--- src/common/mipsPkg.sv ---
package mipsPkg;

    // ----------------------------------------
    // widths
    // ----------------------------------------
    typedef logic [31:0] wordT;        // data word or instruction
    typedef logic [4:0]  regAddrT;     // register number
    typedef logic [5:0]  imemAddrT;    // instruction word index
    typedef logic [4:0]  dmemAddrT;    // data word index, byte address bits 6..2
    typedef logic [2:0]  aluOpT;

    localparam int IMEM_WORDS = 64;
    localparam int DMEM_WORDS = 32;

    // ----------------------------------------
    // alu operation codes
    // ----------------------------------------
    localparam aluOpT ALU_ADD = 3'd0;
    localparam aluOpT ALU_SUB = 3'd1;
    localparam aluOpT ALU_AND = 3'd2;
    localparam aluOpT ALU_OR  = 3'd3;
    localparam aluOpT ALU_XOR = 3'd4;
    localparam aluOpT ALU_SLT = 3'd5;
    localparam aluOpT ALU_LUI = 3'd6;  // immediate into upper half

    // ----------------------------------------
    // opcodes and function codes
    // ----------------------------------------
    localparam logic [5:0] OP_RTYPE = 6'h00;
    localparam logic [5:0] OP_ADDIU = 6'h09;
    localparam logic [5:0] OP_ANDI  = 6'h0c;
    localparam logic [5:0] OP_ORI   = 6'h0d;
    localparam logic [5:0] OP_LUI   = 6'h0f;
    localparam logic [5:0] OP_LW    = 6'h23;
    localparam logic [5:0] OP_SW    = 6'h2b;
    localparam logic [5:0] OP_HALT  = 6'h3f;  // all ones, end of program

    localparam logic [5:0] FN_ADDU = 6'h21;
    localparam logic [5:0] FN_SUBU = 6'h23;
    localparam logic [5:0] FN_AND  = 6'h24;
    localparam logic [5:0] FN_OR   = 6'h25;
    localparam logic [5:0] FN_XOR  = 6'h26;
    localparam logic [5:0] FN_SLT  = 6'h2a;

    // ----------------------------------------
    // records between stages
    // ----------------------------------------
    typedef struct packed {
        logic     cyc;
        logic     stb;
        logic     we;
        imemAddrT adr;
        wordT     dat;
    } wbReqT;

    typedef struct packed {
        logic    valid;
        logic    halt;
        logic    regWrite;
        logic    memRead;
        logic    memWrite;
        logic    useImm;    // operand b from imm
        aluOpT   aluOp;
        regAddrT rs;
        regAddrT rt;
        regAddrT dst;
        wordT    opA;
        wordT    opB;
        wordT    imm;       // already extended
    } idExT;

    typedef struct packed {
        logic    valid;
        logic    halt;
        logic    regWrite;
        logic    memRead;
        logic    memWrite;
        regAddrT dst;
        wordT    result;    // alu result or byte address
        wordT    storeData;
    } exMemT;

    typedef struct packed {
        logic    valid;
        regAddrT dst;
        wordT    data;
    } regWriteT;

endpackage

--- src/fetch/instructionFetch.sv ---
`timescale 1ns/10ps

module instructionFetch (
    input  logic           clk,
    input  logic           i_reset,
    input  logic           i_halt,
    input  mipsPkg::wbReqT i_wbReq,
    input  logic           i_stall,
    input  logic           i_haltSeen,
    output logic           o_wbAck,
    output mipsPkg::wordT  o_instr,
    output logic           o_instrValid
);
    import mipsPkg::*;

    wordT     instrMem [IMEM_WORDS];
    imemAddrT pc;
    logic     haltLatched;   // halt went by and fetching stops
    logic     wbWrite;
    logic     fetchStopped;

    // ----------------------------------------
    // wishbone program load
    // ----------------------------------------

    // write on the first cycle of stb only, the ack blocks a repeat
    assign wbWrite = i_wbReq.cyc && i_wbReq.stb && i_wbReq.we && !o_wbAck;

    always_ff @(posedge clk) begin
        if (wbWrite) begin
            instrMem[i_wbReq.adr] <= i_wbReq.dat;
        end
    end

    always_ff @(posedge clk) begin
        if (i_reset) begin
            o_wbAck <= 1'b0;
        end else begin
            o_wbAck <= wbWrite;   // single cycle pulse
        end
    end

    // ----------------------------------------
    // program counter and IF/ID
    // ----------------------------------------
    assign fetchStopped = haltLatched || i_haltSeen;

    always_ff @(posedge clk) begin
        if (i_reset) begin
            pc           <= '0;
            o_instr      <= '0;
            o_instrValid <= 1'b0;
            haltLatched  <= 1'b0;
        end else if (!i_halt) begin
            if (i_haltSeen) begin
                haltLatched <= 1'b1;
            end
            if (!i_stall) begin             // stall holds pc and IF/ID
                if (fetchStopped) begin
                    o_instrValid <= 1'b0;   // bubbles after halt
                end else begin
                    o_instr      <= instrMem[pc];
                    o_instrValid <= 1'b1;
                    pc           <= pc + imemAddrT'(1);
                end
            end
        end
    end

endmodule

--- config.mk ---
export PLATFORM = sky130hd
export DESIGN_NAME = instructionFetch
export DESIGN_NICKNAME = d
export VERILOG_FILES = /design/src/common/mipsPkg.sv /design/src/fetch/instructionFetch.sv
export SDC_FILE = /design/constraint.sdc
export NUM_CORES = 2
export LEC_CHECK = 0
export BUFFER_PORTS_ARGS = -buffer_cell sky130_fd_sc_hd__buf_2
export CAP_MARGIN = 20
export CORE_ASPECT_RATIO = 1.1
export CORE_MARGIN = 2
export CORE_UTILIZATION = 30
export CTS_CLUSTER_DIAMETER = 80
export DETAILED_ROUTE_END_ITERATION = 8
export PLACE_DENSITY = 0.5
export SLEW_MARGIN = 40
export SYNTH_ARGS = -nofsm -noshare
export SYNTH_HDL_FRONTEND = slang
export SYNTH_SLANG_ARGS = --single-unit
export TNS_END_PERCENT = 10
--- constraint.sdc ---
create_clock -name clk -period 2.7 [get_ports clk]
set_input_delay 0.27 -clock clk [delete_from_list [all_inputs] [get_ports clk]]
set_output_delay 0.27 -clock clk [all_outputs]
set_load 0.02 [all_outputs]
== After elaboration in Yosys (flattened, before gate mapping) ==
Memories as Yosys holds them, arrays and structs flattened. A register that Yosys moved wholly into a read port is not among the register bits.
Index checks and enable logic that the tools add are counted.
Storage, ports and cells
  register bits after elaboration: 9
  RAM bits: 2048
  output and inout port bits: 34
  word-level logic and storage cells: 20
  memories: 1
Memories
  instrMem: words 64, width 32, read ports 1, clocked after Yosys merged registers in 1, wr ports 1, RTL line instructionFetch.sv:16  | wordT instrMem [IMEM_WORDS];
Cells by class
  $add $sub $neg: 1
  mux-type cells: 3
  bitwise gates (word level): 3
  reductions and logical operators: 8
Operator list (count)
  6-bit by 1-bit adder with 6-bit output, second input constant: 1
  2-bit AND reduction: 2
  1-bit logical AND: 3
  1-bit two-way mux: 3
  1-bit NOT: 3
  3-bit AND reduction: 1
  1-bit zero test: 1
  1-bit logical OR: 1

== Logic depth before layout (Yosys ltp) ==
  word-level depth: 5
  depth in mapped cells: 11

== Worst setup path after synthesis ==
Ideal clock, no wire load.
  path type: input port to flip-flop
  start point: input i_wbReq[36] in the netlist's numbering
  end point: memory instrMem[16][0] in the netlist's numbering (enable)
  library setup time: 0.421 ns
  arrival time: 2.459 ns
  required time: 2.279 ns
  slack: -0.180 ns
  cell stages on the path: 4
  path buffers: 2
  cell sequence: clkbuf_1 -> or3b_2 -> clkbuf_1 -> nor2_1
RTL lines
  start: declaration: RTL line instructionFetch.sv:7  | input mipsPkg::wbReqT i_wbReq,
  end: declaration: RTL line instructionFetch.sv:16
No word-level cell before the write port.

==> summary.txt <==
Drt
  – Vias: 39800
  – Detail Route Antenna Nets: 0
  – Number of DRC markers in iteration 0: 3981
  – DRC: 0
  – Routed vias/inst: 5.10
  – Drt pass-1 iters: 5
  – WL final: approximately 240 mm
  – Wire per inst: 30.2 µm

Placed design
  – Port bufs: 79
  – HPWL Detailed: 140 mm
  – GP Congestion: 0.778
  – DP Area: 88700 µm²

Setup path
  – Crit end category: register
  – Most used cell, CP: o211ai_1
  – Critical path required time: 3430 ps
  – Crit path max-delay family: multiplexers
  – Critical path type: reg -> reg
  – R2R depth: 7
  – Crit. path cell count: 7
  – Reg-to-reg slack, setup: -30 ps
  – CP arrival: around 3500 ps
  – Critical Path Max Stage Delay: 540 ps
  – Slowest CP cell: mux4_2
  – Buf/Inv on CP: 2
  – Worst-path cell chain: buf_12 -> mux4_2 -> mux2_2 -> a221o_1 -> o211ai_1 -> buf_4 -> o211ai_1
  – Setup crit start kind: register
  – Critical Path Fanout Max: 19

Timing
  – Period minus WS final: 2730 ps
  – Post-layout worst setup margin: -27.3 ps
  – Final setup violation count: 2
  – Final period util: 1.01
  – Hold Vio Cnt, Final: 0
  – Slew Limit Headroom: 0.411
  – Setup Skew: 35.7 ps
  – Peak Freq: 367 MHz
  – Slew Limit Fails: 0
  – Worst hold slack: 40.9 ps
  – RSZ-0062 raised after global routing: true
  – Worst-Margin Slew: 884 ps

Synth
  – Yosys warning count: 0
  – Seq/Total Area, Yosys: 0.781
  – Syn nets: 3663
  – Synth top area cells: edfxtp_1, mux4_2, mux2i_1, dfxtp_1, nor2_1
  – Post-synthesis cell area: approximately 80000 µm²
  – Yosys reg bits: about 2100
  – Commonest cells in the netlist: edfxtp_1, mux4_2, mux2i_1
  – Avg Inst Size Synth: 22.1 µm²
  – Library cells used by synthesis: 58
  – Number of synthesized flops with an enable pin: 2048
  – Post-synth top area cell: edfxtp_1
  – Ys flop type: edfxtp_1
  – Yosys top cell area share: 0.771
  – Post-synth ARST share: 0
  – Most numerous cell in the Yosys netlist: edfxtp_1
  – Mapped Cells: 3616

Clock network
  – Root buffer cell: clkbuf_16
  – H-tree levels: 4
  – CTS tree: built
  – Clock transition at path regs: 60 ps
  – Clk buf depth: 4
  – CTS Buf Count: ~210
  – Worst-Skew Late Latency: between 800 and 900 ps
  – # clock sinks: 2089

Global routing
  – Total track usage: 0.173
  – Vias in the first global route: 40700
  – First-pass GRT wire length: 328 mm
  – Initial antenna violation count: 17
  – Grt ovf: 0
  – Pin count of the biggest net entering global routing: 65

Pwr
  – Total Power: 64.6 mW
  – Leak pwr: 29.0 nW
  – IR drop worst, VDD: 0.000500 V
  – Pwr dens: 677 nW/µm²

Finish
  – Final nets: 4182
  – Layout cell share with drive strength beyond 1: 0.308
  – Fin area: 95400 µm²
  – Util after Layout: 0.360
  – Area Overhead vs Synth: 19.5%

Floorplanning
  – Die area: 270000 µm²
  – Die Height: 545 µm
  – Starting Density: 0.302
  – Row cnt: 198
  – Core area: 265000 µm²
  – IO Pins: 80
  – Die X: just under 500 µm

Outcome
  – Failing checks: negative setup slack
  – Outcome: finished, violations left

Run
  – Max-cap check violation count: 0

Hold path
  – Min-delay worst type: in -> reg
  – Hold Crit Depth: 1
## cell usage in the layout (no fill, tap or decap), drive strengths merged, types with 6 or more instances in the layout
cell type | netlist | routed
mux4 | 436 | 436
nand4 | 7 | 7
a2111oi | 9 | 9
a221o | 9 | 9
a22oi | 13 | 13
a221oi | 21 | 21
a21oi | 19 | 19
dfxtp | 41 | 41
o211ai | 24 | 24
inv | 4 | 9
clkbuf | 65 | 272
nand3 | 21 | 21
nor2 | 158 | 158
a211o | 30 | 30
diode | 0 | 8
edfxtp | 2048 | 2048
o22ai | 70 | 70
clkinv | 2 | 89
nand2 | 65 | 65
dlygate4sd3 | 0 | 33
o221ai | 39 | 39
o2111ai | 7 | 7
nand3b | 6 | 6
mux2 | 50 | 50
mux2i | 238 | 238
o31ai | 6 | 6
buf | 140 | 481
o21ai | 18 | 18
or4 | 11 | 11
o22a | 6 | 6
## path summary, 6_finish.rpt
path | startpoint | to
worst max register to register | pc[0]$_SDFFE_PP0P_ | o_instr[11]$_SDFFE_PP0P_
worst min register to register | o_instr[8]$_SDFFE_PP0P_ | o_instr[8]$_SDFFE_PP0P_
worst max-delay path | pc[0]$_SDFFE_PP0P_ | o_instr[11]$_SDFFE_PP0P_
worst min-delay path | i_wbReq[29] | instrMem[58][29]$_DFFE_PP_
## metal layers
layer	GRT usage	wire length (µm)	vias to the layer above
met2	0.297	119000	1244
met5	0	26	-
met1	0.229	97900	21800
met4	0.0471	6150	4
met3	0.0240	12500	323
li1	-	-	16400
## what timing repair did
action                                 in CTS  in global routing
gates resized for setup                     9                 19
setup buffers                               0                  4
hold buffers                               29                  4
pin swaps                                   1                  3
setup endpoints to repair                   6                 11
endpoints found under the hold margin     607                135
gates cloned                                0                  1
## area by class of cell
| class | count | area [µm²] |
|---|---|---|
| Fill cell | 24300 | 169000 |
| Sequential cell | 2089 | 62300 |
| Multi-Input combinational cell | 1316 | 16900 |
| Timing Repair Buffer | 515 | 5530 |
| Clock buffer | 271 | 5500 |
| Tap cell | 3500 | 4380 |
| Clock inverter | 99 | 644 |
| Inverter | 6 | 26.3 |
| Antenna cell | 8 | 20.0 |
## report_power, final
part | switching, mW | total, mW | internal [mW]
combinational | 1.24 | 2.02 | 0.782
sequential | 0.0401 | 35.7 | 35.6
clock | 12.1 | 26.9 | 14.8
total | 13.4 | 64.6 | 51.2
## logic make-up (layout without fill, tap and decap cells)
logic type                 Yosys count  count (layout)  share of synthesized area
AOI/OAI and AO/OA                  289             289                     0.0274
other                                0               8                          0
buffers and inverters              211             891                     0.0142
and+or+nand+nor                    297             297                     0.0165
adders and majority gates            1               1                   0.000157
DFF                               2089            2089                      0.781
xor gates and xnor gates             5               5                   0.000549
muxes                              724             724                      0.160
## metrics by stage
step | TNS, ps | setup slack (ps) | instances
2_1_floorplan | -200070 | -180 | 3616
3_3_place_gp | -516 | -150 | 7387
3_5_place_dp | -386 | -161 | 7388
4_1_cts | -62.2 | -50.7 | 7787
5_1_grt | -677 | -110 | 7799
6_report | -38.2 | -27.3 | 7804
## registers in the layout, summed over array words and instances, names as in the netlist
register / count
o_instrValid: 1
o_wbAck: 1
instrMem: 2048
pc: 6
o_instr: 32
haltLatched: 1
Power figures use the tool's default switching activity.
