==> config.mk <==
export PLATFORM = sky130hd
export DESIGN_NAME = memoryAccess
export DESIGN_NICKNAME = d
export VERILOG_FILES = /design/src/common/mipsPkg.sv /design/src/memory/memoryAccess.sv
export SDC_FILE = /design/constraint.sdc
export NUM_CORES = 1
export LEC_CHECK = 0
export ABC_CLOCK_PERIOD_IN_PS = 2900
export BUFFER_PORTS_ARGS = -buffer_cell sky130_fd_sc_hd__buf_2
export CAP_MARGIN = 20
export CORE_UTILIZATION = 40
export DETAILED_ROUTE_END_ITERATION = 16
export HOLD_SLACK_MARGIN = 0.06
export MAX_ROUTING_LAYER = met4
export PLACE_DENSITY = 0.56
export SYNTH_ARGS = -nofsm -noshare
export SYNTH_HDL_FRONTEND = slang
export SYNTH_SLANG_ARGS = --single-unit
==> constraint.sdc <==
create_clock -name clk -period 2.9 [get_ports clk]
set_input_delay 0.87 -clock clk [delete_from_list [all_inputs] [get_ports clk]]
set_output_delay 0.87 -clock clk [all_outputs]
set_load 0.02 [all_outputs]
==> src/common/mipsPkg.sv <==
package mipsPkg;

    // ----------------------------------------
    // widths
    // ----------------------------------------
    typedef logic [31:0] wordT;        // data word or instruction
    typedef logic [4:0]  regAddrT;     // register number
    typedef logic [5:0]  imemAddrT;    // instruction word index
    typedef logic [4:0]  dmemAddrT;    // data word index, byte address bits 6..2
    typedef logic [2:0]  aluOpT;

    localparam int IMEM_WORDS = 64;
    localparam int DMEM_WORDS = 32;

    // ----------------------------------------
    // alu operation codes
    // ----------------------------------------
    localparam aluOpT ALU_ADD = 3'd0;
    localparam aluOpT ALU_SUB = 3'd1;
    localparam aluOpT ALU_AND = 3'd2;
    localparam aluOpT ALU_OR  = 3'd3;
    localparam aluOpT ALU_XOR = 3'd4;
    localparam aluOpT ALU_SLT = 3'd5;
    localparam aluOpT ALU_LUI = 3'd6;  // immediate into upper half

    // ----------------------------------------
    // opcodes and function codes
    // ----------------------------------------
    localparam logic [5:0] OP_RTYPE = 6'h00;
    localparam logic [5:0] OP_ADDIU = 6'h09;
    localparam logic [5:0] OP_ANDI  = 6'h0c;
    localparam logic [5:0] OP_ORI   = 6'h0d;
    localparam logic [5:0] OP_LUI   = 6'h0f;
    localparam logic [5:0] OP_LW    = 6'h23;
    localparam logic [5:0] OP_SW    = 6'h2b;
    localparam logic [5:0] OP_HALT  = 6'h3f;  // all ones, end of program

    localparam logic [5:0] FN_ADDU = 6'h21;
    localparam logic [5:0] FN_SUBU = 6'h23;
    localparam logic [5:0] FN_AND  = 6'h24;
    localparam logic [5:0] FN_OR   = 6'h25;
    localparam logic [5:0] FN_XOR  = 6'h26;
    localparam logic [5:0] FN_SLT  = 6'h2a;

    // ----------------------------------------
    // records between stages
    // ----------------------------------------
    typedef struct packed {
        logic     cyc;
        logic     stb;
        logic     we;
        imemAddrT adr;
        wordT     dat;
    } wbReqT;

    typedef struct packed {
        logic    valid;
        logic    halt;
        logic    regWrite;
        logic    memRead;
        logic    memWrite;
        logic    useImm;    // operand b from imm
        aluOpT   aluOp;
        regAddrT rs;
        regAddrT rt;
        regAddrT dst;
        wordT    opA;
        wordT    opB;
        wordT    imm;       // already extended
    } idExT;

    typedef struct packed {
        logic    valid;
        logic    halt;
        logic    regWrite;
        logic    memRead;
        logic    memWrite;
        regAddrT dst;
        wordT    result;    // alu result or byte address
        wordT    storeData;
    } exMemT;

    typedef struct packed {
        logic    valid;
        regAddrT dst;
        wordT    data;
    } regWriteT;

endpackage

==> src/memory/memoryAccess.sv <==
`timescale 1ns/10ps

module memoryAccess (
    input  logic              clk,
    input  logic              i_reset,
    input  logic              i_halt,
    input  mipsPkg::exMemT    i_exMem,
    output mipsPkg::regWriteT o_regWrite,
    output logic              o_end
);
    import mipsPkg::*;

    wordT     dataMem [DMEM_WORDS];
    dmemAddrT dataAddr;
    wordT     loadData;
    regWriteT wbReg;       // MEM/WB
    logic     endFlag;

    assign dataAddr = i_exMem.result[6:2];   // word index from byte address
    assign loadData = dataMem[dataAddr];

    // ----------------------------------------
    // data memory
    // ----------------------------------------
    always_ff @(posedge clk) begin
        if (i_reset) begin
            for (int i = 0; i < DMEM_WORDS; i++) begin
                dataMem[i] <= '0;
            end
        end else if (!i_halt && i_exMem.valid && i_exMem.memWrite) begin
            dataMem[dataAddr] <= i_exMem.storeData;
        end
    end

    // ----------------------------------------
    // MEM/WB and write-back select
    // ----------------------------------------
    always_ff @(posedge clk) begin
        if (i_reset) begin
            wbReg.valid <= 1'b0;
            endFlag     <= 1'b0;
        end else if (!i_halt) begin
            // r0 writes never leave this stage
            wbReg.valid <= i_exMem.valid && i_exMem.regWrite && (i_exMem.dst != '0);
            wbReg.dst   <= i_exMem.dst;
            wbReg.data  <= i_exMem.memRead ? loadData : i_exMem.result;
            if (i_exMem.valid && i_exMem.halt) begin
                endFlag <= 1'b1;      // sticky until reset
            end
        end
    end

    // a held entry retires on the first edge after the freeze
    always_comb begin
        o_regWrite       = wbReg;
        o_regWrite.valid = wbReg.valid && !i_halt;
    end

    assign o_end = endFlag;

endmodule

# Yosys cells after proc, flatten, opt, wreduce, memory -nomap -nowiden

Memory sizes are Yosys's and may differ from the RTL's.
Index checks and enable logic that the tools add are counted.

Muxes and demuxes: 9
Bitwise gates (word level): 2
Reductions and logical operators: 11

Operators with widths:

| kind                | number |
|---|---|
| 32-bit two-way mux  | 2 |
| 32-bit OR reduction | 1 |
| 1-bit logical AND   | 6 |
| 1-bit two-way mux   | 6 |
| 5-bit two-way mux   | 1 |
| 5-bit nonzero test  | 1 |
| 2-bit AND reduction | 2 |
| 1-bit inverter      | 2 |
| 1-bit zero test     | 1 |

Register bits after elaboration: 39
Memory bits (writable): 1024
Output and inout bits: 39
Logic and storage cells: 27
Memories kept: 1

Memories:

| name    | depth | width | read ports | clocked after Yosys merged registers in | wr ports | RTL line           | source |
|---|---|---|---|---|---|---|---|
| dataMem | 32    | 32    | 1          | 0                                       | 32       | memoryAccess.sv:13 | `wordT dataMem [DMEM_WORDS];` |

# Depth between registers and ports, before layout

Depth in word-level cells: 8
Mapped depth: 9
Mapped depth without buffers: 5

# Worst setup path before layout

No wires, ideal clock.

Path type: input port to flip-flop
Start point: input port i_reset
End point: register wbReg (netlist bit o_regWrite[0]), enable pin
Setup time: 0.431 ns
Arrival: 2.599 ns
Path slack: -0.130 ns
Stages: 2
Buffers on the path: 1
Cell sequence: clkbuf_1 > nor2_1

Word-level cells in the longest chain between the ends: 2

Ends and longest elaborated chain:

| element                       | RTL line           | source |
|---|---|---|
| start, declared               | memoryAccess.sv:5  | `input logic i_reset,` |
| 1-bit inverter (no line)      | -                  |  |
| 2-bit AND reduction (no line) | -                  |  |
| end, declared                 | memoryAccess.sv:16 | `regWriteT wbReg;` |

Every way passes these cells.
A chain may end at the register's enable or synchronous reset.

# Worst setup path in the final report

Start point: input port i_exMem[35] in the netlist's numbering
End point: register wbReg (netlist bit o_regWrite[23]), data pin

Word-level cells in the longest chain between the ends: 2

Ends and longest elaborated chain:

| element            | RTL line           | source |
|---|---|---|
| start, declared    | memoryAccess.sv:7  | `input mipsPkg::exMemT i_exMem,` |
| memory 32 x 32 bit | -                  |  |
| 32-bit two-way mux | memoryAccess.sv:46 | `wbReg.data <= i_exMem.memRead ? loadData : i_exMem.result;` |

Every way passes these cells.

==> results.cfg <==
[run_status]
outcome = finished clean

[placement]
hpwl_mm = 90.4
portBuffers = 115
gp_congestion = 0.873
placement.cell_area_um2 = 52500

[routing]
wl_met3_mm = 8.55
met2WireLength_mm = 65.4
wl_met1_mm = 57.9
drt-total-wl_mm = 136
ant_nets = 0
wl_per_cell_um = 26.6
drtPass1Iterations = 5
drc_errors = 0
drt_first_iter_violations = 2658
vias = 27700
vias_per_cell = 5.40
dr.max_layer_used = met4

[sta]
fin_crit_ns = 2.46
max_freq_mhz = 406
finalSetupTns_ns = 0
fin_hold_ws_ns = 0.381
slew_viol_final = 0
worst_pin_slew_ns = 0.872
fin_worst_skew_ns = 0.0236
slew_headroom = 0.419
rsz0062_at_grt = false
period_share = 0.850
setup_viol = 0
hold_viol_final = 0

[power]
peakVddDrop_mv = 0.477
p_leak_nw = 20.2
powerDensity_nw_per_um2 = 613

[global_routing]
grt_overflow = 0
grt_max_degree = 40
antenna_found_initial = 17
grt_pass1_vias = 28600
grt_util_all_layers = 0.231
grt_pass1_wl_mm = 198

[setup_path]
ff2ff_path_depth = 3
cp-end-kind = flop
ff2ff_setup_slack_ns = 0.75
timing.rr.end = o_regWrite[23]
cp_max_fo = 17
worst_ep_arrival_time_ns = 2.84
path_class = in -> reg
start_kind = input pin
reg2reg_from = dataMem[27][23]
cp.required_ns = 3.28

[worst_hold_path]
holdPathEnd = o_regWrite[36]
min_from = i_exMem[68]
hold_path_class = in -> reg
hold_depth = 1

[floorplan]
coreArea_um2 = 120000
row_count = 127
ioPinCount = 116
fp.dieH_um = 350
dieArea_um2 = 123000
start_util = 0.404
die_x_um = 350

[logic_synthesis]
synth_seq_cells = 1063
async_reset_ff_frac = 0
yosysMostFrequentCell = edfxtp_1
synth_ff_type = edfxtp_1
synthCells = 3273
synth_edf_count = 1061
synth_area_leaders = edfxtp_1, and2_1, mux4_2
synth.largest_area_cell = edfxtp_1
synth.avg_cell_area_um2 = 14.8
mappedNetlistArea_um2 = 48500
yosys.area.top_type_share = 0.657
yosys-top-cells-count = edfxtp_1, and2_1, mux2i_1
synth-seq-area-share = 0.658
syn_nets = 3350
synth-warning-count = 0
synth.distinct_cells = 58

[cts]
cts.sinks = 1063
post_cts_resized = 0
cts_buffer_depth = 3
cts_setup_buffers = 0
clk_pin_slew_ns = 0.06
clock_latency_ns = 0.70
hold_buffers = 0
cts_tree = yes
root_buffer = clkbuf_16
htree_levels = 3
cts_buffers = 111

[layout]
area_growth_pct = 15.3
finish.utilization = 0.466
fillCellCount = 10500
drive_gt1_frac = 0.217
fin_nets = 3494
postLayoutCellArea_um2 = 55900

[run]
drv_cap = 0
## how the worst max path moves through the flow
| stage | from | end |
|---|---|---|
| 2_1_floorplan | i_exMem[73] | dataMem[16][0] |
| 5_1_grt | i_exMem[37] | o_regWrite[6] |
| 3_3_place_gp | i_exMem[35] | o_regWrite[23] |
| 3_5_place_dp | i_exMem[35] | o_regWrite[23] |
| 6_report | i_exMem[35] | o_regWrite[23] |
| 4_1_cts | i_exMem[35] | o_regWrite[23] |
## power breakdown
group	switching, mW	internal (mW)
Combinational	1.56	1.03
Clock	5.91	7.91
Sequential	0.239	17.7
## kinds of logic (layout without fill, tap and decap cells)
| logic type | Yosys count | count (layout) | synth area share |
|---|---|---|---|
| AND/OR/NAND/NOR | 1240 | 1240 | 0.158 |
| other | 0 | 10 | 0 |
| AO/OA/AOI/OAI | 248 | 248 | 0.0333 |
| buffers and inverters | 341 | 573 | 0.0374 |
| flip-flops | 1063 | 1063 | 0.658 |
| multiplexers | 381 | 381 | 0.114 |
## sequential cells by signal, summed over array words and instances (netlist names)
signal,cells
o_regWrite,37
o_end,1
wbReg,1
dataMem,1024
## per-stage QoR
step | setup slack [ns] | total power, mW | instances
finish | 0.435 | 34.3 | 5127
global route | 0.381 | 35.3 | 5126
CTS | 0.436 | 34.6 | 5117
detailed placement | -0.318 | 20.8 | 4916
global placement | -0.288 | 20.8 | 4916
floorplan | 0.0626 | 19.5 | 3273
## layout by cell type (no fill, tap or decap), types with 4 or more instances in the layout
| cell type | netlist | layout |
|---|---|---|
| edfxtp_1 | 1061 | 1061 |
| and2_1 | 1015 | 1015 |
| mux2i_1 | 229 | 229 |
| buf_4 | 69 | 166 |
| mux4_2 | 134 | 134 |
| clkbuf_16 | 0 | 112 |
| buf_2 | 44 | 112 |
| buf_12 | 0 | 92 |
| o22ai_1 | 84 | 84 |
| nor2_1 | 73 | 51 |
| a22o_1 | 36 | 36 |
| o21ai_0 | 34 | 34 |
| or2_2 | 32 | 32 |
| clkinv_1 | 0 | 32 |
| nand2_1 | 28 | 28 |
| a21oi_1 | 28 | 28 |
| a31oi_1 | 26 | 26 |
| nor2_2 | 4 | 25 |
| clkinv_2 | 0 | 21 |
| nor3_1 | 20 | 20 |
| a211oi_1 | 20 | 20 |
| clkbuf_1 | 173 | 20 |
| mux2_2 | 18 | 18 |
| nor4_1 | 11 | 11 |
| and2_2 | 11 | 11 |
| diode_2 | 0 | 10 |
| a22oi_1 | 10 | 10 |
| bufinv_16 | 0 | 10 |
| nor2_4 | 7 | 8 |
| a41oi_1 | 4 | 4 |
## critical path, stage by stage
cell,delay (ns)
buf_8,0.18
buf_12,0.21
buf_4,0.19
mux2i_1,0.25
o22ai_1,0.17
a211oi_1,0.64
a31oi_1,0.28
## cell type report
class / instances / area [µm²] / share of cell area
timing repair buffer: 372 / 3680 / 0.0657
clock inverter: 69 / 584 / 0.0104
clock buffer: 132 / 2880 / 0.0514
tap: 1612 / 2020 / 0.0361
multi-input combinational: 1869 / 14900 / 0.266
antenna: 10 / 25.0 / 0.000447
sequential: 1063 / 31900 / 0.570
## layer usage
metal  vias to the layer above  GRT usage
li1                      12200          -
met1                     14300      0.303
met2                       950      0.368
met3                       202     0.0365
met4                         0     0.0737
met5                         -          -
Power figures use the tool's default switching activity.
