**src/common/mipsPkg.sv**
```systemverilog
package mipsPkg;

    // ----------------------------------------
    // widths
    // ----------------------------------------
    typedef logic [31:0] wordT;        // data word or instruction
    typedef logic [4:0]  regAddrT;     // register number
    typedef logic [5:0]  imemAddrT;    // instruction word index
    typedef logic [4:0]  dmemAddrT;    // data word index, byte address bits 6..2
    typedef logic [2:0]  aluOpT;

    localparam int IMEM_WORDS = 64;
    localparam int DMEM_WORDS = 32;

    // ----------------------------------------
    // alu operation codes
    // ----------------------------------------
    localparam aluOpT ALU_ADD = 3'd0;
    localparam aluOpT ALU_SUB = 3'd1;
    localparam aluOpT ALU_AND = 3'd2;
    localparam aluOpT ALU_OR  = 3'd3;
    localparam aluOpT ALU_XOR = 3'd4;
    localparam aluOpT ALU_SLT = 3'd5;
    localparam aluOpT ALU_LUI = 3'd6;  // immediate into upper half

    // ----------------------------------------
    // opcodes and function codes
    // ----------------------------------------
    localparam logic [5:0] OP_RTYPE = 6'h00;
    localparam logic [5:0] OP_ADDIU = 6'h09;
    localparam logic [5:0] OP_ANDI  = 6'h0c;
    localparam logic [5:0] OP_ORI   = 6'h0d;
    localparam logic [5:0] OP_LUI   = 6'h0f;
    localparam logic [5:0] OP_LW    = 6'h23;
    localparam logic [5:0] OP_SW    = 6'h2b;
    localparam logic [5:0] OP_HALT  = 6'h3f;  // all ones, end of program

    localparam logic [5:0] FN_ADDU = 6'h21;
    localparam logic [5:0] FN_SUBU = 6'h23;
    localparam logic [5:0] FN_AND  = 6'h24;
    localparam logic [5:0] FN_OR   = 6'h25;
    localparam logic [5:0] FN_XOR  = 6'h26;
    localparam logic [5:0] FN_SLT  = 6'h2a;

    // ----------------------------------------
    // records between stages
    // ----------------------------------------
    typedef struct packed {
        logic     cyc;
        logic     stb;
        logic     we;
        imemAddrT adr;
        wordT     dat;
    } wbReqT;

    typedef struct packed {
        logic    valid;
        logic    halt;
        logic    regWrite;
        logic    memRead;
        logic    memWrite;
        logic    useImm;    // operand b from imm
        aluOpT   aluOp;
        regAddrT rs;
        regAddrT rt;
        regAddrT dst;
        wordT    opA;
        wordT    opB;
        wordT    imm;       // already extended
    } idExT;

    typedef struct packed {
        logic    valid;
        logic    halt;
        logic    regWrite;
        logic    memRead;
        logic    memWrite;
        regAddrT dst;
        wordT    result;    // alu result or byte address
        wordT    storeData;
    } exMemT;

    typedef struct packed {
        logic    valid;
        regAddrT dst;
        wordT    data;
    } regWriteT;

endpackage

```
**src/decode/instructionDecode.sv**
```systemverilog
`timescale 1ns/10ps

module instructionDecode (
    input  logic              clk,
    input  logic              i_reset,
    input  logic              i_halt,
    input  mipsPkg::wordT     i_instr,
    input  logic              i_instrValid,
    input  mipsPkg::exMemT    i_exMem,
    input  mipsPkg::regWriteT i_regWrite,
    output mipsPkg::idExT     o_idEx,
    output logic              o_stall,
    output logic              o_haltSeen
);
    import mipsPkg::*;

    logic [5:0]  opcode;
    logic [5:0]  funct;
    logic [15:0] imm16;
    regAddrT     rs;
    regAddrT     rt;
    regAddrT     rd;
    wordT        regFile [32];
    wordT        rsData;
    wordT        rtData;
    idExT        idExNext;
    logic        useRs;
    logic        useRt;
    logic        signExt;
    logic        loadHazard;

    assign opcode = i_instr[31:26];
    assign rs     = i_instr[25:21];
    assign rt     = i_instr[20:16];
    assign rd     = i_instr[15:11];
    assign funct  = i_instr[5:0];
    assign imm16  = i_instr[15:0];

    // ----------------------------------------
    // register file, write bypassed to read
    // ----------------------------------------
    always_ff @(posedge clk) begin
        if (i_reset) begin
            for (int i = 0; i < 32; i++) begin
                regFile[i] <= '0;
            end
        end else if (!i_halt && i_regWrite.valid && i_regWrite.dst != '0) begin
            regFile[i_regWrite.dst] <= i_regWrite.data;
        end
    end

    assign rsData = (i_regWrite.valid && i_regWrite.dst == rs && rs != '0) ?
                    i_regWrite.data : regFile[rs];
    assign rtData = (i_regWrite.valid && i_regWrite.dst == rt && rt != '0) ?
                    i_regWrite.data : regFile[rt];

    // ----------------------------------------
    // control decode
    // ----------------------------------------
    always_comb begin
        idExNext = '0;
        useRs    = 1'b0;
        useRt    = 1'b0;
        signExt  = 1'b0;
        case (opcode)
            OP_RTYPE: begin
                useRs             = 1'b1;
                useRt             = 1'b1;
                idExNext.dst      = rd;
                idExNext.regWrite = 1'b1;
                case (funct)
                    FN_ADDU: idExNext.aluOp = ALU_ADD;
                    FN_SUBU: idExNext.aluOp = ALU_SUB;
                    FN_AND:  idExNext.aluOp = ALU_AND;
                    FN_OR:   idExNext.aluOp = ALU_OR;
                    FN_XOR:  idExNext.aluOp = ALU_XOR;
                    FN_SLT:  idExNext.aluOp = ALU_SLT;
                    default: idExNext.regWrite = 1'b0;   // unknown funct acts as nop
                endcase
            end
            OP_ADDIU, OP_ANDI, OP_ORI, OP_LUI, OP_LW: begin
                useRs             = (opcode != OP_LUI);
                signExt           = (opcode == OP_ADDIU) || (opcode == OP_LW);
                idExNext.dst      = rt;
                idExNext.regWrite = 1'b1;
                idExNext.useImm   = 1'b1;
                idExNext.memRead  = (opcode == OP_LW);
                if (opcode == OP_ANDI) begin
                    idExNext.aluOp = ALU_AND;
                end else if (opcode == OP_ORI) begin
                    idExNext.aluOp = ALU_OR;
                end else if (opcode == OP_LUI) begin
                    idExNext.aluOp = ALU_LUI;
                end
            end
            OP_SW: begin
                useRs             = 1'b1;
                useRt             = 1'b1;   // store data
                signExt           = 1'b1;
                idExNext.useImm   = 1'b1;
                idExNext.memWrite = 1'b1;
            end
            OP_HALT:  idExNext.halt = 1'b1;
            default:  idExNext.halt = 1'b0;
        endcase
        idExNext.valid = 1'b1;
        idExNext.rs    = rs;
        idExNext.rt    = rt;
        idExNext.opA   = rsData;
        idExNext.opB   = rtData;
        idExNext.imm   = signExt ? {{16{imm16[15]}}, imm16} : {16'b0, imm16};
        if (!i_instrValid) begin
            idExNext = '0;
        end
    end

    // ----------------------------------------
    // load-use hazard and ID/EX
    // ----------------------------------------
    assign loadHazard = i_instrValid && o_idEx.valid && o_idEx.memRead &&
                        (o_idEx.dst != '0) &&
                        ((useRs && o_idEx.dst == rs) || (useRt && o_idEx.dst == rt));
    assign o_stall = loadHazard;

    // fetch stays quiet while a halt is anywhere ahead
    assign o_haltSeen = (i_instrValid && opcode == OP_HALT) ||
                        (o_idEx.valid && o_idEx.halt) ||
                        (i_exMem.valid && i_exMem.halt);

    always_ff @(posedge clk) begin
        if (i_reset) begin
            o_idEx <= '0;
        end else if (!i_halt) begin
            o_idEx <= loadHazard ? '0 : idExNext;   // bubble while the load finishes
        end
    end

endmodule

```
**config.mk**
```make
export PLATFORM = sky130hd
export DESIGN_NAME = instructionDecode
export DESIGN_NICKNAME = d
export VERILOG_FILES = /design/src/common/mipsPkg.sv /design/src/decode/instructionDecode.sv
export SDC_FILE = /design/constraint.sdc
export NUM_CORES = 2
export LEC_CHECK = 0
export BUFFER_PORTS_ARGS = -buffer_cell sky130_fd_sc_hd__buf_2
export CAP_MARGIN = 20
export CORE_MARGIN = 2
export CORE_UTILIZATION = 50
export CTS_BUF_LIST = sky130_fd_sc_hd__clkbuf_16
export CTS_CLUSTER_SIZE = 12
export DETAILED_ROUTE_END_ITERATION = 8
export PLACE_DENSITY = 0.67
export SLEW_MARGIN = 15
export SYNTH_ARGS = -nofsm -noshare
export SYNTH_HDL_FRONTEND = slang
export SYNTH_SLANG_ARGS = --single-unit
```
**constraint.sdc**
```tcl
create_clock -name clk -period 2.9 [get_ports clk]
set_clock_uncertainty 0.1 [all_clocks]
set_input_delay 0.58 -clock clk [delete_from_list [all_inputs] [get_ports clk]]
set_output_delay 0.58 -clock clk [all_outputs]
set_load 0.01 [all_outputs]
```
### Word-level counts from Yosys, hierarchy flattened

Memory sizes are Yosys's and may differ from the RTL's.
Cells that the tools add are included.

* bits of input ports: 148
* flip-flop bits (word level): 120
* logic and storage cells: 90
* memories: 1
* memory bits (writable): 1024

Memories
* regFile: words 32, width 32, read ports 2, clocked after memory_dff 0, wr ports 32, line instructionDecode.sv:23 `wordT regFile [32];`

* equality and inequality tests: 18
* reduce and logical (&&, ||, !) cells: 30
* muxes and demuxes: 28

Operator list (count)
* $mux 120: 2
* $mux 32: 4
* $eq 6x6->1 const B: 9
* $reduce_or 32->1: 1
* $eq 6x4->1 const B: 4
* $eq 5x5->1: 4
* $reduce_bool 5->1: 4
* $logic_and 1x1->1: 15
* $pmux 3 s5: 1
* $mux 1: 12
* $reduce_or 6->1: 2
* $pmux 5 s2: 1
* $mux 3: 3
* $logic_not 6->1: 1
* $ne 6x4->1 const B: 1
* $pmux 1 s2: 3
* $pmux 3 s2: 1
* $mux 5: 1
* $reduce_or 5->1: 1
* $logic_or 1x1->1: 4
* $reduce_or 2->1: 1
* $logic_not 1->1: 1

### Logic depth before layout (Yosys ltp)

* depth in word-level cells: 8
* gate-level depth with buffers: 10

### Worst setup path after synthesis

Ideal clock, no wire load.

* path kind: input port to output port
* from: input i_instr[29]
* to: output o_stall
* arrival: 1.971 ns
* slack: 0.249 ns
* cell stages on the path: 8
* data required time: 2.220 ns
* path through: buf_2 > nor4_2 > a21oi_1 > nor4_2 > o211ai_2 > buf_2 > buf_2 > inv_1

* longest elaborated chain between the ends: 6

RTL lines
* from (decl): line instructionDecode.sv:7 `input mipsPkg::wordT i_instr,`
* $eq 6x4->1 (tied with other cells): line instructionDecode.sv:65 `case (opcode)`
* $reduce_or 5->1 / $reduce_or 2->1 (equally long branches)
* $pmux 1 s2 / $mux 1 (equally long branches): line instructionDecode.sv:65
* $logic_and 1x1->1: line instructionDecode.sv:122 `((useRs && o_idEx.dst == rs) || (useRt && o_idEx.dst == rt));`
* $logic_or 1x1->1 *: line instructionDecode.sv:122
* $logic_and 1x1->1 *: line instructionDecode.sv:121 `(o_idEx.dst != '0) &&`
* to (decl): line instructionDecode.sv:12 `output logic o_stall,`

Every way passes the cells marked *; elsewhere a longest branch is shown, timed or not.

### Worst setup path after layout

* from: register o_idEx[97] (netlist name)
* to: output o_stall

* longest elaborated chain between the ends: 4

RTL lines
* from (decl): line instructionDecode.sv:11 `output mipsPkg::idExT o_idEx,`
* from (signal assigned): line instructionDecode.sv:134 `o_idEx <= loadHazard ? '0 : idExNext;`
* $eq 5x5->1: line instructionDecode.sv:122
* $logic_and 1x1->1: line instructionDecode.sv:122
* $logic_or 1x1->1: line instructionDecode.sv:122
* $logic_and 1x1->1 *: line instructionDecode.sv:121

Marks and branches as above.

==> metrics.cfg <==
[status]
outcome = complete, no violations

[worst_hold_path]
hold_class = in -> reg
holdPathStages = 3

[grt]
grt_pass1_wl_um = 291000
grt_max_degree = 137
first_global_vias = 41015
grt_usage_pct = 33.3
antenna_found_initial = 6
overflow = 0

[worst_setup_path]
critPathCaptureType = output port
crit_required_ns = 2.22
path_class = reg -> out
worstPathMaxFanout = 5
reg2reg_depth = 7
critPathLaunchType = flop
cp.arrival_ns = 2.12

[floorplanning]
io-pin-count = 270
core_sq_um = 118000
rows = 126
die_w_um = 350
die_h_um = 350
initial_core_util_pct = 50.6
die_area_sq_um = 123000

[clocking]
clock-sinks = 1129
numCtsBuffers = 121
root_buffer = clkbuf_16
clock_path_buffers = 3
tritoncts = yes
clk_latency_ns = 0.74
clk_pin_slew_ns = 0.06
cts_max_level = 3
postCtsSetupBuffers = 0

[logic_synthesis]
synth_most_common_cell = edfxtp_1
ys_warn_count = 0
synthTopCellsByCount = 1024 x edfxtp_1, 994 x and2_1, 386 x mux4_2, 301 x clkbuf_1, 285 x mux2i_1
syn_avg_cell_area_sq_um = 13.9
yosysUniqueCellTypes = 64
mappedNetlistArea_sq_um = 59900
postSynthCellCount = 4296
ys_seq_elements = 1129
synth_top_cell_area_share_pct = 51.4
ys.flop_type = edfxtp_1
synth-edff-count = 1024
async_flop_share_pct = 0
synth_area_leaders = edfxtp_1 51%, mux4_2 15%, and2_1 10%
ys_seq_area_share_pct = 54.9
yosys.area.top_type = edfxtp_1

[pwr]
vdd_drop_max_v = 0.000527
p_leak_nw = 25.1
cellPowerDensity_nw_per_um2 = 556
finalPower_mw = 38.6

[routing]
wire_per_inst_um = 32.3
vias = 41734
drc = 0
viasPerCell = 6.61
dr.pass1.iters = 6
routed_wl_um = 204000
antenna_left = 0
drt-initial-drc-count = 5980

[layout]
final_area_sq_um = 69400
nNetsFinal = 4758
drive_above_1_share_pct = 27.2
nFillCells = 9199
syn_to_final_growth_pct = 16.0

[sta]
rsz0062_at_grt = no
hold_viol = 0
tightest_slew_ns = 0.925
drv_slew = 0
hold_ws_ns = 0.0256
fin_ws_ns = 0.0957
maxSlewHeadroom_pct = 38.3
fin_crit_ns = 2.80
setup_violations = 0
fmax_ghz = 0.357
period_share_pct = 96.7

[placed_design]
place_ws_ns = -0.0530
portBuffers = 197
gp_congestion = 0.895
post_dp_cell_area_sq_um = 65700
dp_hpwl_um = 134000

[run]
cap_viol_max_count = 0

==> state kept, by name, summed over array words and instances, names as in the netlist <==
name	flops
regFile	1024
o_idEx	105
==> cell families after synthesis <==
| kind of cell | synth area share, % |
|---|---|
| compound gates | 7.57 |
| xor+xnor | 0.293 |
| fa+ha+maj | 0.0167 |
| buf+inv | 4.16 |
| flops | 54.9 |
| mux | 19.3 |
| other cells | 0.00626 |
| simple gates | 13.8 |
==> area by class of cell <==
class	count	area [sq um]	share of cell area, %
Clock buffer	122	3050	4.40
Antenna cell	2	5.00	0.00721
Multi-Input combinational cell	2704	24900	35.9
Timing Repair Buffer	643	5970	8.59
Inverter	11	41.3	0.0595
Tap cell	1600	2000	2.88
Clock inverter	104	626	0.901
Sequential cell	1129	32900	47.3
==> critical path, cell delays in order (launching register included) <==
cell and delay [ns]:
dfxtp_1 0.46, xor2_1 0.36, nor4_4 0.09, o211ai_4 0.23, inv_1 0.11, buf_2 0.15
==> report_power, final <==
group	internal, mW	switching (mW)	leakage (nW)
Clock	8.09	6.55	1.95
Combinational	2.13	2.85	12.6
Sequential	18.6	0.455	10.6
==> per-layer routing <==
metal  vias up  GRT usage, %  wire length (um)
met5         -             0                33
met4         4          15.0             10800
met3       534          7.89             24600
met2      2811          51.4             92100
met1     21244          44.9             76700
li1      17141             -                 -
==> repair_timing <==
item | in CTS | in global routing
hold endpoints to repair | 3 | 0
cloned | 0 | 0
setup endpoints to repair | 1 | 1
hold buffers | 3 | 0
resized for setup | 1 | 2
==> layout by cell type, fill, tap and decap left out, drive strengths merged, types with 18 or more instances in the layout <==
cell / synthesis / final
a2111oi: 28 / 28
a21oi: 56 / 56
a221oi: 62 / 62
a22oi: 66 / 66
a311oi: 36 / 36
a32oi: 101 / 101
and2: 994 / 994
buf: 180 / 640
clkbuf: 303 / 122
clkinv: 1 / 53
conb: 1 / 32
dfxtp: 105 / 105
edfxtp: 1024 / 1024
inv: 10 / 55
mux2i: 285 / 285
mux4: 386 / 386
nand2: 88 / 88
nand2b: 64 / 64
nand3: 18 / 18
nor2: 142 / 142
nor3: 34 / 34
o2111ai: 36 / 36
o211ai: 56 / 56
o21ai: 29 / 29
o22a: 35 / 35
o22ai: 32 / 32
or2: 32 / 32
==> worst paths after layout <==
kind               start          end  slack (ns)
max           o_idEx[97]      o_stall         0.1
min           i_instr[9]    o_idEx[9]        0.03
max reg2reg   o_idEx[97]   o_idEx[39]        0.66
min reg2reg  o_idEx[114]  o_idEx[114]        0.36
==> metrics by stage <==
step	utilization, %	setup TNS, ns	cells
after floorplan	-	0	4327
after detailed placement	55.5	-0.0696	6084
after global placement	55.5	-0.106	6084
after global routing	58.7	0	6313
after CTS	58.6	0	6313
final	58.7	0	6315
Power figures use the tool's default switching activity.
