**src/common/mipsPkg.sv**
```systemverilog
package mipsPkg;

    // ----------------------------------------
    // widths
    // ----------------------------------------
    typedef logic [31:0] wordT;        // data word or instruction
    typedef logic [4:0]  regAddrT;     // register number
    typedef logic [5:0]  imemAddrT;    // instruction word index
    typedef logic [4:0]  dmemAddrT;    // data word index, byte address bits 6..2
    typedef logic [2:0]  aluOpT;

    localparam int IMEM_WORDS = 64;
    localparam int DMEM_WORDS = 32;

    // ----------------------------------------
    // alu operation codes
    // ----------------------------------------
    localparam aluOpT ALU_ADD = 3'd0;
    localparam aluOpT ALU_SUB = 3'd1;
    localparam aluOpT ALU_AND = 3'd2;
    localparam aluOpT ALU_OR  = 3'd3;
    localparam aluOpT ALU_XOR = 3'd4;
    localparam aluOpT ALU_SLT = 3'd5;
    localparam aluOpT ALU_LUI = 3'd6;  // immediate into upper half

    // ----------------------------------------
    // opcodes and function codes
    // ----------------------------------------
    localparam logic [5:0] OP_RTYPE = 6'h00;
    localparam logic [5:0] OP_ADDIU = 6'h09;
    localparam logic [5:0] OP_ANDI  = 6'h0c;
    localparam logic [5:0] OP_ORI   = 6'h0d;
    localparam logic [5:0] OP_LUI   = 6'h0f;
    localparam logic [5:0] OP_LW    = 6'h23;
    localparam logic [5:0] OP_SW    = 6'h2b;
    localparam logic [5:0] OP_HALT  = 6'h3f;  // all ones, end of program

    localparam logic [5:0] FN_ADDU = 6'h21;
    localparam logic [5:0] FN_SUBU = 6'h23;
    localparam logic [5:0] FN_AND  = 6'h24;
    localparam logic [5:0] FN_OR   = 6'h25;
    localparam logic [5:0] FN_XOR  = 6'h26;
    localparam logic [5:0] FN_SLT  = 6'h2a;

    // ----------------------------------------
    // records between stages
    // ----------------------------------------
    typedef struct packed {
        logic     cyc;
        logic     stb;
        logic     we;
        imemAddrT adr;
        wordT     dat;
    } wbReqT;

    typedef struct packed {
        logic    valid;
        logic    halt;
        logic    regWrite;
        logic    memRead;
        logic    memWrite;
        logic    useImm;    // operand b from imm
        aluOpT   aluOp;
        regAddrT rs;
        regAddrT rt;
        regAddrT dst;
        wordT    opA;
        wordT    opB;
        wordT    imm;       // already extended
    } idExT;

    typedef struct packed {
        logic    valid;
        logic    halt;
        logic    regWrite;
        logic    memRead;
        logic    memWrite;
        regAddrT dst;
        wordT    result;    // alu result or byte address
        wordT    storeData;
    } exMemT;

    typedef struct packed {
        logic    valid;
        regAddrT dst;
        wordT    data;
    } regWriteT;

endpackage

```
**src/execute/instructionExecute.sv**
```systemverilog
`timescale 1ns/10ps

module instructionExecute (
    input  logic              clk,
    input  logic              i_reset,
    input  logic              i_halt,
    input  mipsPkg::idExT     i_idEx,
    input  mipsPkg::regWriteT i_wbForward,
    output mipsPkg::exMemT    o_exMem
);
    import mipsPkg::*;

    wordT  fwdA;
    wordT  fwdB;
    wordT  aluA;
    wordT  aluB;
    wordT  aluResult;
    exMemT exMemNext;

    // ----------------------------------------
    // forwarding
    // ----------------------------------------

    // EX/MEM first, then MEM/WB, else the value read in decode
    function automatic wordT forwardOperand(
        input regAddrT  src,
        input wordT     regVal,
        input exMemT    exMem,
        input regWriteT wb
    );
        if (exMem.valid && exMem.regWrite && !exMem.memRead &&
            exMem.dst != '0 && exMem.dst == src) begin
            return exMem.result;
        end else if (wb.valid && wb.dst != '0 && wb.dst == src) begin
            return wb.data;      // also carries load data
        end
        return regVal;
    endfunction

    assign fwdA = forwardOperand(i_idEx.rs, i_idEx.opA, o_exMem, i_wbForward);
    assign fwdB = forwardOperand(i_idEx.rt, i_idEx.opB, o_exMem, i_wbForward);

    // ----------------------------------------
    // alu
    // ----------------------------------------
    assign aluA = fwdA;
    assign aluB = i_idEx.useImm ? i_idEx.imm : fwdB;

    always_comb begin
        case (i_idEx.aluOp)
            ALU_ADD: aluResult = aluA + aluB;
            ALU_SUB: aluResult = aluA - aluB;
            ALU_AND: aluResult = aluA & aluB;
            ALU_OR:  aluResult = aluA | aluB;
            ALU_XOR: aluResult = aluA ^ aluB;
            ALU_SLT: aluResult = {31'b0, $signed(aluA) < $signed(aluB)};
            ALU_LUI: aluResult = {aluB[15:0], 16'b0};
            default: aluResult = '0;
        endcase
    end

    // ----------------------------------------
    // EX/MEM
    // ----------------------------------------
    always_comb begin
        exMemNext           = '0;
        exMemNext.valid     = i_idEx.valid;
        exMemNext.halt      = i_idEx.halt;
        exMemNext.regWrite  = i_idEx.regWrite;
        exMemNext.memRead   = i_idEx.memRead;
        exMemNext.memWrite  = i_idEx.memWrite;
        exMemNext.dst       = i_idEx.dst;
        exMemNext.result    = aluResult;
        exMemNext.storeData = fwdB;        // forwarded rt for sw
    end

    always_ff @(posedge clk) begin
        if (i_reset) begin
            o_exMem <= '0;
        end else if (!i_halt) begin
            o_exMem <= exMemNext;
        end
    end

endmodule

```
**config.mk**
```make
export PLATFORM = sky130hd
export DESIGN_NAME = instructionExecute
export DESIGN_NICKNAME = d
export VERILOG_FILES = /design/src/common/mipsPkg.sv /design/src/execute/instructionExecute.sv
export SDC_FILE = /design/constraint.sdc
export NUM_CORES = 1
export LEC_CHECK = 0
export CORE_MARGIN = 2
export CORE_UTILIZATION = 61
export DETAILED_ROUTE_END_ITERATION = 8
export DONT_BUFFER_PORTS = 1
export PLACE_DENSITY = 0.77
export SLEW_MARGIN = 20
export SYNTH_ARGS = -nofsm -noshare
export SYNTH_HDL_FRONTEND = slang
export SYNTH_SLANG_ARGS = --single-unit
```
**constraint.sdc**
```tcl
create_clock -name clk -period 6.9 [get_ports clk]
set_input_delay 0.345 -clock clk [delete_from_list [all_inputs] [get_ports clk]]
set_output_delay 0.345 -clock clk [all_outputs]
set_load 0.05 [all_outputs]
```
# Yosys cells after proc, flatten, opt, wreduce, memory -nomap -nowiden
# Cells that the tools add are included.
[totals]
elab_cells = 48
output_inout_bits = 74
reg_bits = 74
input_bits = 161
[op_classes]
n_bitwise = 3
n_addsub = 2
n_reduce_logical = 12
order_cmp = 1
muxes = 12
eq_ne = 10
[ops]
columns = ["operator", "n"]
rows = [
  ["32-bit 2-to-1 mux", 7],
  ["32-bit case mux with 7 select lines", 1],
  ["32-bit adder", 1],
  ["32-bit bitwise AND", 1],
  ["32-bit less-than comparator", 1],
  ["32-bit bitwise OR", 1],
  ["32-bit subtractor", 1],
  ["32-bit bitwise XOR", 1],
  ["5-bit == test", 4],
  ["5-bit nonzero test", 2],
  ["3-bit == test, second input constant", 3],
  ["1-bit logical AND", 8],
  ["3-bit by 2-bit == test with 1-bit output, second input constant", 2],
  ["1-bit 2-to-1 mux", 4],
  ["3-bit by 1-bit == test with 1-bit output, second input constant", 1],
  ["3-bit zero test", 1],
  ["1-bit zero test", 1],
]

# Logic depth before layout (Yosys ltp)
[depth]
depth_word = 9
ltp_mapped = 23
ltp_nobuf = 21

# Least setup slack after synthesis
# No wires, ideal clock.
[synth_timing]
path_kind = "register -> register"
start = "reg o_exMem[64] (netlist bit)"
end = "reg o_exMem[63] (netlist bit)"
path_buffers = 4
path_stages_with_launch = 22
path_slack_ns = 1.489
required_ns = 6.774
arrival_ns = 5.285
synth_period_minus_slack_ns = 5.411
setup_ns = 0.126
path_cell_list = "dfxtp_1 > or4_1 > o21ai_1 > nor4_2 > clkbuf_1 > clkbuf_1 > buf_1 > nand2_1 > o21ai_0 > mux2_2 > ha_1 > buf_6 > or4_4 > nor4b_2 > and3_1 > nand3_1 > o2111a_1 > o41a_1 > and4bb_1 > nor4_1 > a311oi_1 > a31oi_1"
[synth_via]
elab_chain_len = 8
word_cells_on_any_way = 19
cone_classes = "add/sub: 2; eq/ne: 2; mux: 8; bitwise: 3; reduce/logical: 4"
[synth_rtl]
columns = ["item", "line_no", "rtl"]
rows = [
  ["start: declaration", "instructionExecute.sv:9", "output mipsPkg::exMemT o_exMem"],
  ["start signal: assignment", "instructionExecute.sv:81", "o_exMem <= exMemNext;"],
  ["5-bit nonzero test", "instructionExecute.sv:32", "exMem.dst != '0 && exMem.dst == src) begin"],
  ["1-bit logical AND", "instructionExecute.sv:31", "if (exMem.valid && exMem.regWrite && !exMem.memRead &&"],
  ["1-bit logical AND", "instructionExecute.sv:32", ""],
  ["32-bit 2-to-1 mux / 1-bit 2-to-1 mux (equally long branches)", "instructionExecute.sv:31", ""],
  ["32-bit 2-to-1 mux", "instructionExecute.sv:37", "return regVal;"],
  ["32-bit 2-to-1 mux", "instructionExecute.sv:47", "assign aluB = i_idEx.useImm ? i_idEx.imm : fwdB;"],
  ["32-bit subtractor (tied with other cells)", "instructionExecute.sv:52", "ALU_SUB: aluResult = aluA - aluB;"],
  ["32-bit case mux with 7 select lines *", "instructionExecute.sv:50", "case (i_idEx.aluOp)"],
]
# Mark *: on every way between the ends. The rest lies on a longest branch, timed or not.
# A chain may end at the register's enable or synchronous reset.

# Worst setup path after layout
[layout_timing]
start = "reg o_exMem[70] (netlist bit)"
end = "reg o_exMem[63] (netlist bit)"
[layout_via]
elab_chain_len = 9
word_cells_on_any_way = 18
cone_classes = "add/sub: 2; mux: 8; bitwise: 3; reduce/logical: 5"
[layout_rtl]
columns = ["item", "line_no"]
rows = [
  ["1-bit zero test *", "instructionExecute.sv:31"],
  ["1-bit logical AND * (2 in series)", "instructionExecute.sv:31"],
  ["1-bit logical AND", "instructionExecute.sv:32"],
  ["32-bit 2-to-1 mux / 1-bit 2-to-1 mux (equally long branches)", "instructionExecute.sv:31"],
  ["32-bit 2-to-1 mux", "instructionExecute.sv:37"],
  ["32-bit 2-to-1 mux", "instructionExecute.sv:47"],
  ["32-bit subtractor (tied with other cells)", "instructionExecute.sv:52"],
  ["32-bit case mux with 7 select lines *", "instructionExecute.sv:50"],
]
# Marked as above.

==> results.txt <==
----------------------------------------------------
[Flow run]
  Number of maximum-capacitance constraint violations ... 0

[Floorplan]
  Core box area ... 15,800 µm²
  # rows ... 46
  Die Footprint ... 17,200 µm²
  Chip width ... 131 µm
  Initial Utilization ... 62.3%
  Boundary Pins ... 235
  Die Y ... 131 µm

[CTS]
  Number of resized instances in the post-cts repair step ... 0
  Count of buffers added by post-CTS timing repair for setup ... 0
  Cell at the root of the clock tree ... sky130_fd_sc_hd__clkbuf_16
  Number of buffers created by CTS ... 9
  Clock net sink count ... 74
  Clock tree from TritonCTS ... built
  Htree depth ... 3
  Clock Path Buffers ... 2
  Clock transition at path regs ... 0.07 ns
  Clock latency reported for the late side of the worst-skew pair ... 0.35 ns
  Number of buffers inserted for hold repair after clock tree synthesis ... 0

[Finish]
  Commonest cells after routing, fill and taps aside ... sky130_fd_sc_hd__nor2_1 (150), sky130_fd_sc_hd__mux2i_1 (134), sky130_fd_sc_hd__a21oi_1 (124), sky130_fd_sc_hd__inv_1 (106), sky130_fd_sc_hd__ha_1 (96)
  Largest registers ... o_exMem x74
  Leading cell type in the layout, fill and taps excluded ... sky130_fd_sc_hd__nor2_1
  Fraction of layout instances using a drive strength above 1 ... 6.31%
  Register containing the most flip-flops in the final layout ... o_exMem
  Area growth from synthesis to final layout ... 3.82%
  Final Net Count ... 1,553
  Flip-flop count of the largest register after layout ... 74

[Logic synthesis]
  Yosys warning count ... 0
  Number of distinct library cell variants in the gate-level netlist after synthesis ... 86
  Area of the mapped netlist ... 9860 µm²
  Post-Synthesis Cells ... 1,360
  Average cell area after synthesis ... 7.25 µm²
  Post-Syn Nets ... 1,619
  Synth Register Bits ... 74
  Number of flops mapped to enable cells by yosys ... 0
  Main flop type after synthesis ... sky130_fd_sc_hd__dfxtp_1
  Fraction of synthesis flops using an asynchronous set or reset pin ... 0%
  Post-synthesis sequential area ratio ... 15.0%

[Setup path]
  Worst reg2reg path depth ... 18
  Crit path capture ... o_exMem[63]
  Startpoint of the worst-slack reg-to-reg timing path ... o_exMem[70]
  Flop-to-flop setup slack ... 0.70 ns
  Data arrival time of the critical path ... 6.43 ns
  Critical path required time ... 7.13 ns
  Crit. Startpoint ... o_exMem[70]
  Type of origin of the critical path ... register
  Maximum fanout along the worst path ... 18
  Worst r2r dst ... o_exMem[63]
  Capturing element type of the critical path ... register
  Startpoint-to-endpoint class of the critical path ... reg -> reg

[Global route]
  First-pass GRT wire length ... 58.6 mm
  Residual overflow from global routing ... 0
  Maximum number of pins on one net before global-route repair ... 92
  Number of global-route vias before repair ... 9,681
  GRT Util Overall ... 43.2%
  Initial antenna violation count ... 2

[STA]
  Portion of the clock cycle consumed by the worst path in the final layout ... 89.8%
  Number of hold-slack violations in the final timing report ... 0
  Fmax ... 161 MHz
  Final total negative setup slack ... 0 ns
  Least-Margin Pin Slew ... 1.22 ns
  Smallest setup slack after layout ... 0.702 ns
  Final Slew Violations ... 0
  Setup repair after global routing missed its margin ... false
  Final setup viols ... 0
  Clock period minus final worst setup slack ... 6.20 ns
  Final setup skew ... 0.0129 ns
  Relative max-transition margin ... 18.5%

[Placement]
  Buffers on Ports ... 0
  Setup WS pre-CTS ... 0.908 ns
  Detail Placement HPWL ... 29.4 mm
  Placer congestion estimate ... 1.07

[Routing]
  Drt first-iter violations ... 1,708
  Residual antenna-violating net count after detailed routing ... 0
  Number of vias per cell ... 7.08
  Wirelength, routed ... 38.8 mm
  Detailed-route via count ... 10,700
  Post-DR wirelength/cell ... 25.6 µm
  Remaining design rule violation count ... 0
  Number of iterations in the first detailed-routing pass ... 7

[Hold path]
  Hold crit path type ... in -> reg

[Power]
  IR drop worst, VDD ... 0.132 mV
  Power density over cell area ... 181 nW/µm²
  Static Leakage ... 4.36 nW

[Run status]
  Outcome ... complete, no violations

----------------------------------------------------
## cell usage after synthesis, types with 8 or more instances
master | n | area [µm²]
sky130_fd_sc_hd__nor2_1 | 150 | 563
sky130_fd_sc_hd__mux2i_1 | 134 | 1340
sky130_fd_sc_hd__a21oi_1 | 124 | 621
sky130_fd_sc_hd__inv_1 | 106 | 398
sky130_fd_sc_hd__ha_1 | 96 | 1200
sky130_fd_sc_hd__nand2_1 | 92 | 345
sky130_fd_sc_hd__clkbuf_1 | 79 | 297
sky130_fd_sc_hd__dfxtp_1 | 74 | 1480
sky130_fd_sc_hd__o21ai_0 | 67 | 335
sky130_fd_sc_hd__o21ai_1 | 26 | 130
sky130_fd_sc_hd__xnor2_1 | 25 | 219
sky130_fd_sc_hd__nor3_1 | 23 | 115
sky130_fd_sc_hd__a21o_1 | 21 | 158
sky130_fd_sc_hd__mux2_2 | 21 | 236
sky130_fd_sc_hd__a211oi_1 | 19 | 143
sky130_fd_sc_hd__nor2b_1 | 18 | 113
sky130_fd_sc_hd__o22ai_1 | 17 | 106
sky130_fd_sc_hd__nand3_1 | 14 | 70.1
sky130_fd_sc_hd__o21bai_1 | 14 | 105
sky130_fd_sc_hd__a221oi_1 | 13 | 114
sky130_fd_sc_hd__a31oi_1 | 13 | 81.3
sky130_fd_sc_hd__buf_1 | 12 | 45.0
sky130_fd_sc_hd__nor4_1 | 12 | 75.1
sky130_fd_sc_hd__o31ai_1 | 12 | 90.1
sky130_fd_sc_hd__nand2b_1 | 11 | 68.8
sky130_fd_sc_hd__a22o_1 | 10 | 87.6
sky130_fd_sc_hd__xor2_1 | 10 | 87.6
sky130_fd_sc_hd__nand4_1 | 9 | 56.3
sky130_fd_sc_hd__a22oi_1 | 8 | 60.1
## worst max-delay path, cell delays in order (launching register included)
cell and delay [ns]:
sky130_fd_sc_hd__dfxtp_1 0.50, sky130_fd_sc_hd__nor2_1 0.22, sky130_fd_sc_hd__o21ai_1 0.15, sky130_fd_sc_hd__nor4_4 0.87
sky130_fd_sc_hd__buf_4 0.33, sky130_fd_sc_hd__o21ai_1 0.14, sky130_fd_sc_hd__mux2i_1 0.59, sky130_fd_sc_hd__inv_1 0.11
sky130_fd_sc_hd__ha_1 0.48, sky130_fd_sc_hd__nor4_1 0.63, sky130_fd_sc_hd__o21ai_1 0.14, sky130_fd_sc_hd__o311ai_0 0.15
sky130_fd_sc_hd__a21oi_1 0.21, sky130_fd_sc_hd__o2111a_1 0.34, sky130_fd_sc_hd__o41a_1 0.42, sky130_fd_sc_hd__and4bb_1 0.31
sky130_fd_sc_hd__nor4_1 0.06, sky130_fd_sc_hd__a311oi_1 0.31, sky130_fd_sc_hd__a31oi_1 0.12
## logic make-up after synthesis
group	count (synthesis)	synth area share (%)
AOI/OAI and AO/OA	422	27.8
and+or+nand+nor	358	16.6
buffers and inverters	214	8.41
muxes	159	16.5
adders and majority gates	98	12.6
DFF	74	15.0
xor gates and xnor gates	35	3.11
## layer usage
metal	vias up	share of wire, %	track usage (%)
li1	4741	-	-
met1	4986	38	57.1
met2	848	42	64.3
met3	157	14	12.6
met4	2	5.9	21.0
met5	-	0.036	0
## where the power goes
group	internal, mW	switching (mW)	total (mW)	leakage (nW)
Sequential	0.457	0.136	0.593	0.609
Clock	0.282	0.216	0.497	0.135
Combinational	0.285	0.479	0.764	3.62
Total	1.02	0.831	1.85	4.36
## final cells by class
class / count / area [µm²]
timing repair buffer: 24 / 180
fill: 1437 / 5590
tap: 216 / 270
clock buffer: 10 / 229
antenna: 1 / 2.50
inverter: 113 / 424
sequential: 74 / 1480
clock inverter: 6 / 66.3
multi-input combinational: 1072 / 7590
## through the flow
step                std cells  total power, mW  utilization [%]  hold slack (ns)  cell area, µm²
floorplan                1360             1.16                -            0.489            9860
global placement         1499             1.32             62.8            0.430            9940
detailed placement       1499             1.33             62.8            0.428            9940
CTS                      1515             1.82             64.7           0.0621           10200
global route             1516             1.92             64.7           0.0720           10200
finish                   1516             1.85             64.7           0.0703           10200
## worst min path at each step
| stage | start | endpoint | slack [ns] | cells after the start |
|---|---|---|---|---|
| floorplan | i_idEx[96] | o_exMem[64] | 0.49 | 2 |
| detailed placement | i_reset | o_exMem[51] | 0.43 | 1 |
| global route | i_reset | o_exMem[54] | 0.07 | 1 |
| finish | i_reset | o_exMem[54] | 0.07 | 1 |
| global placement | i_reset | o_exMem[54] | 0.43 | 1 |
| CTS | i_reset | o_exMem[51] | 0.06 | 1 |
(Power assumes the default switching activity.)
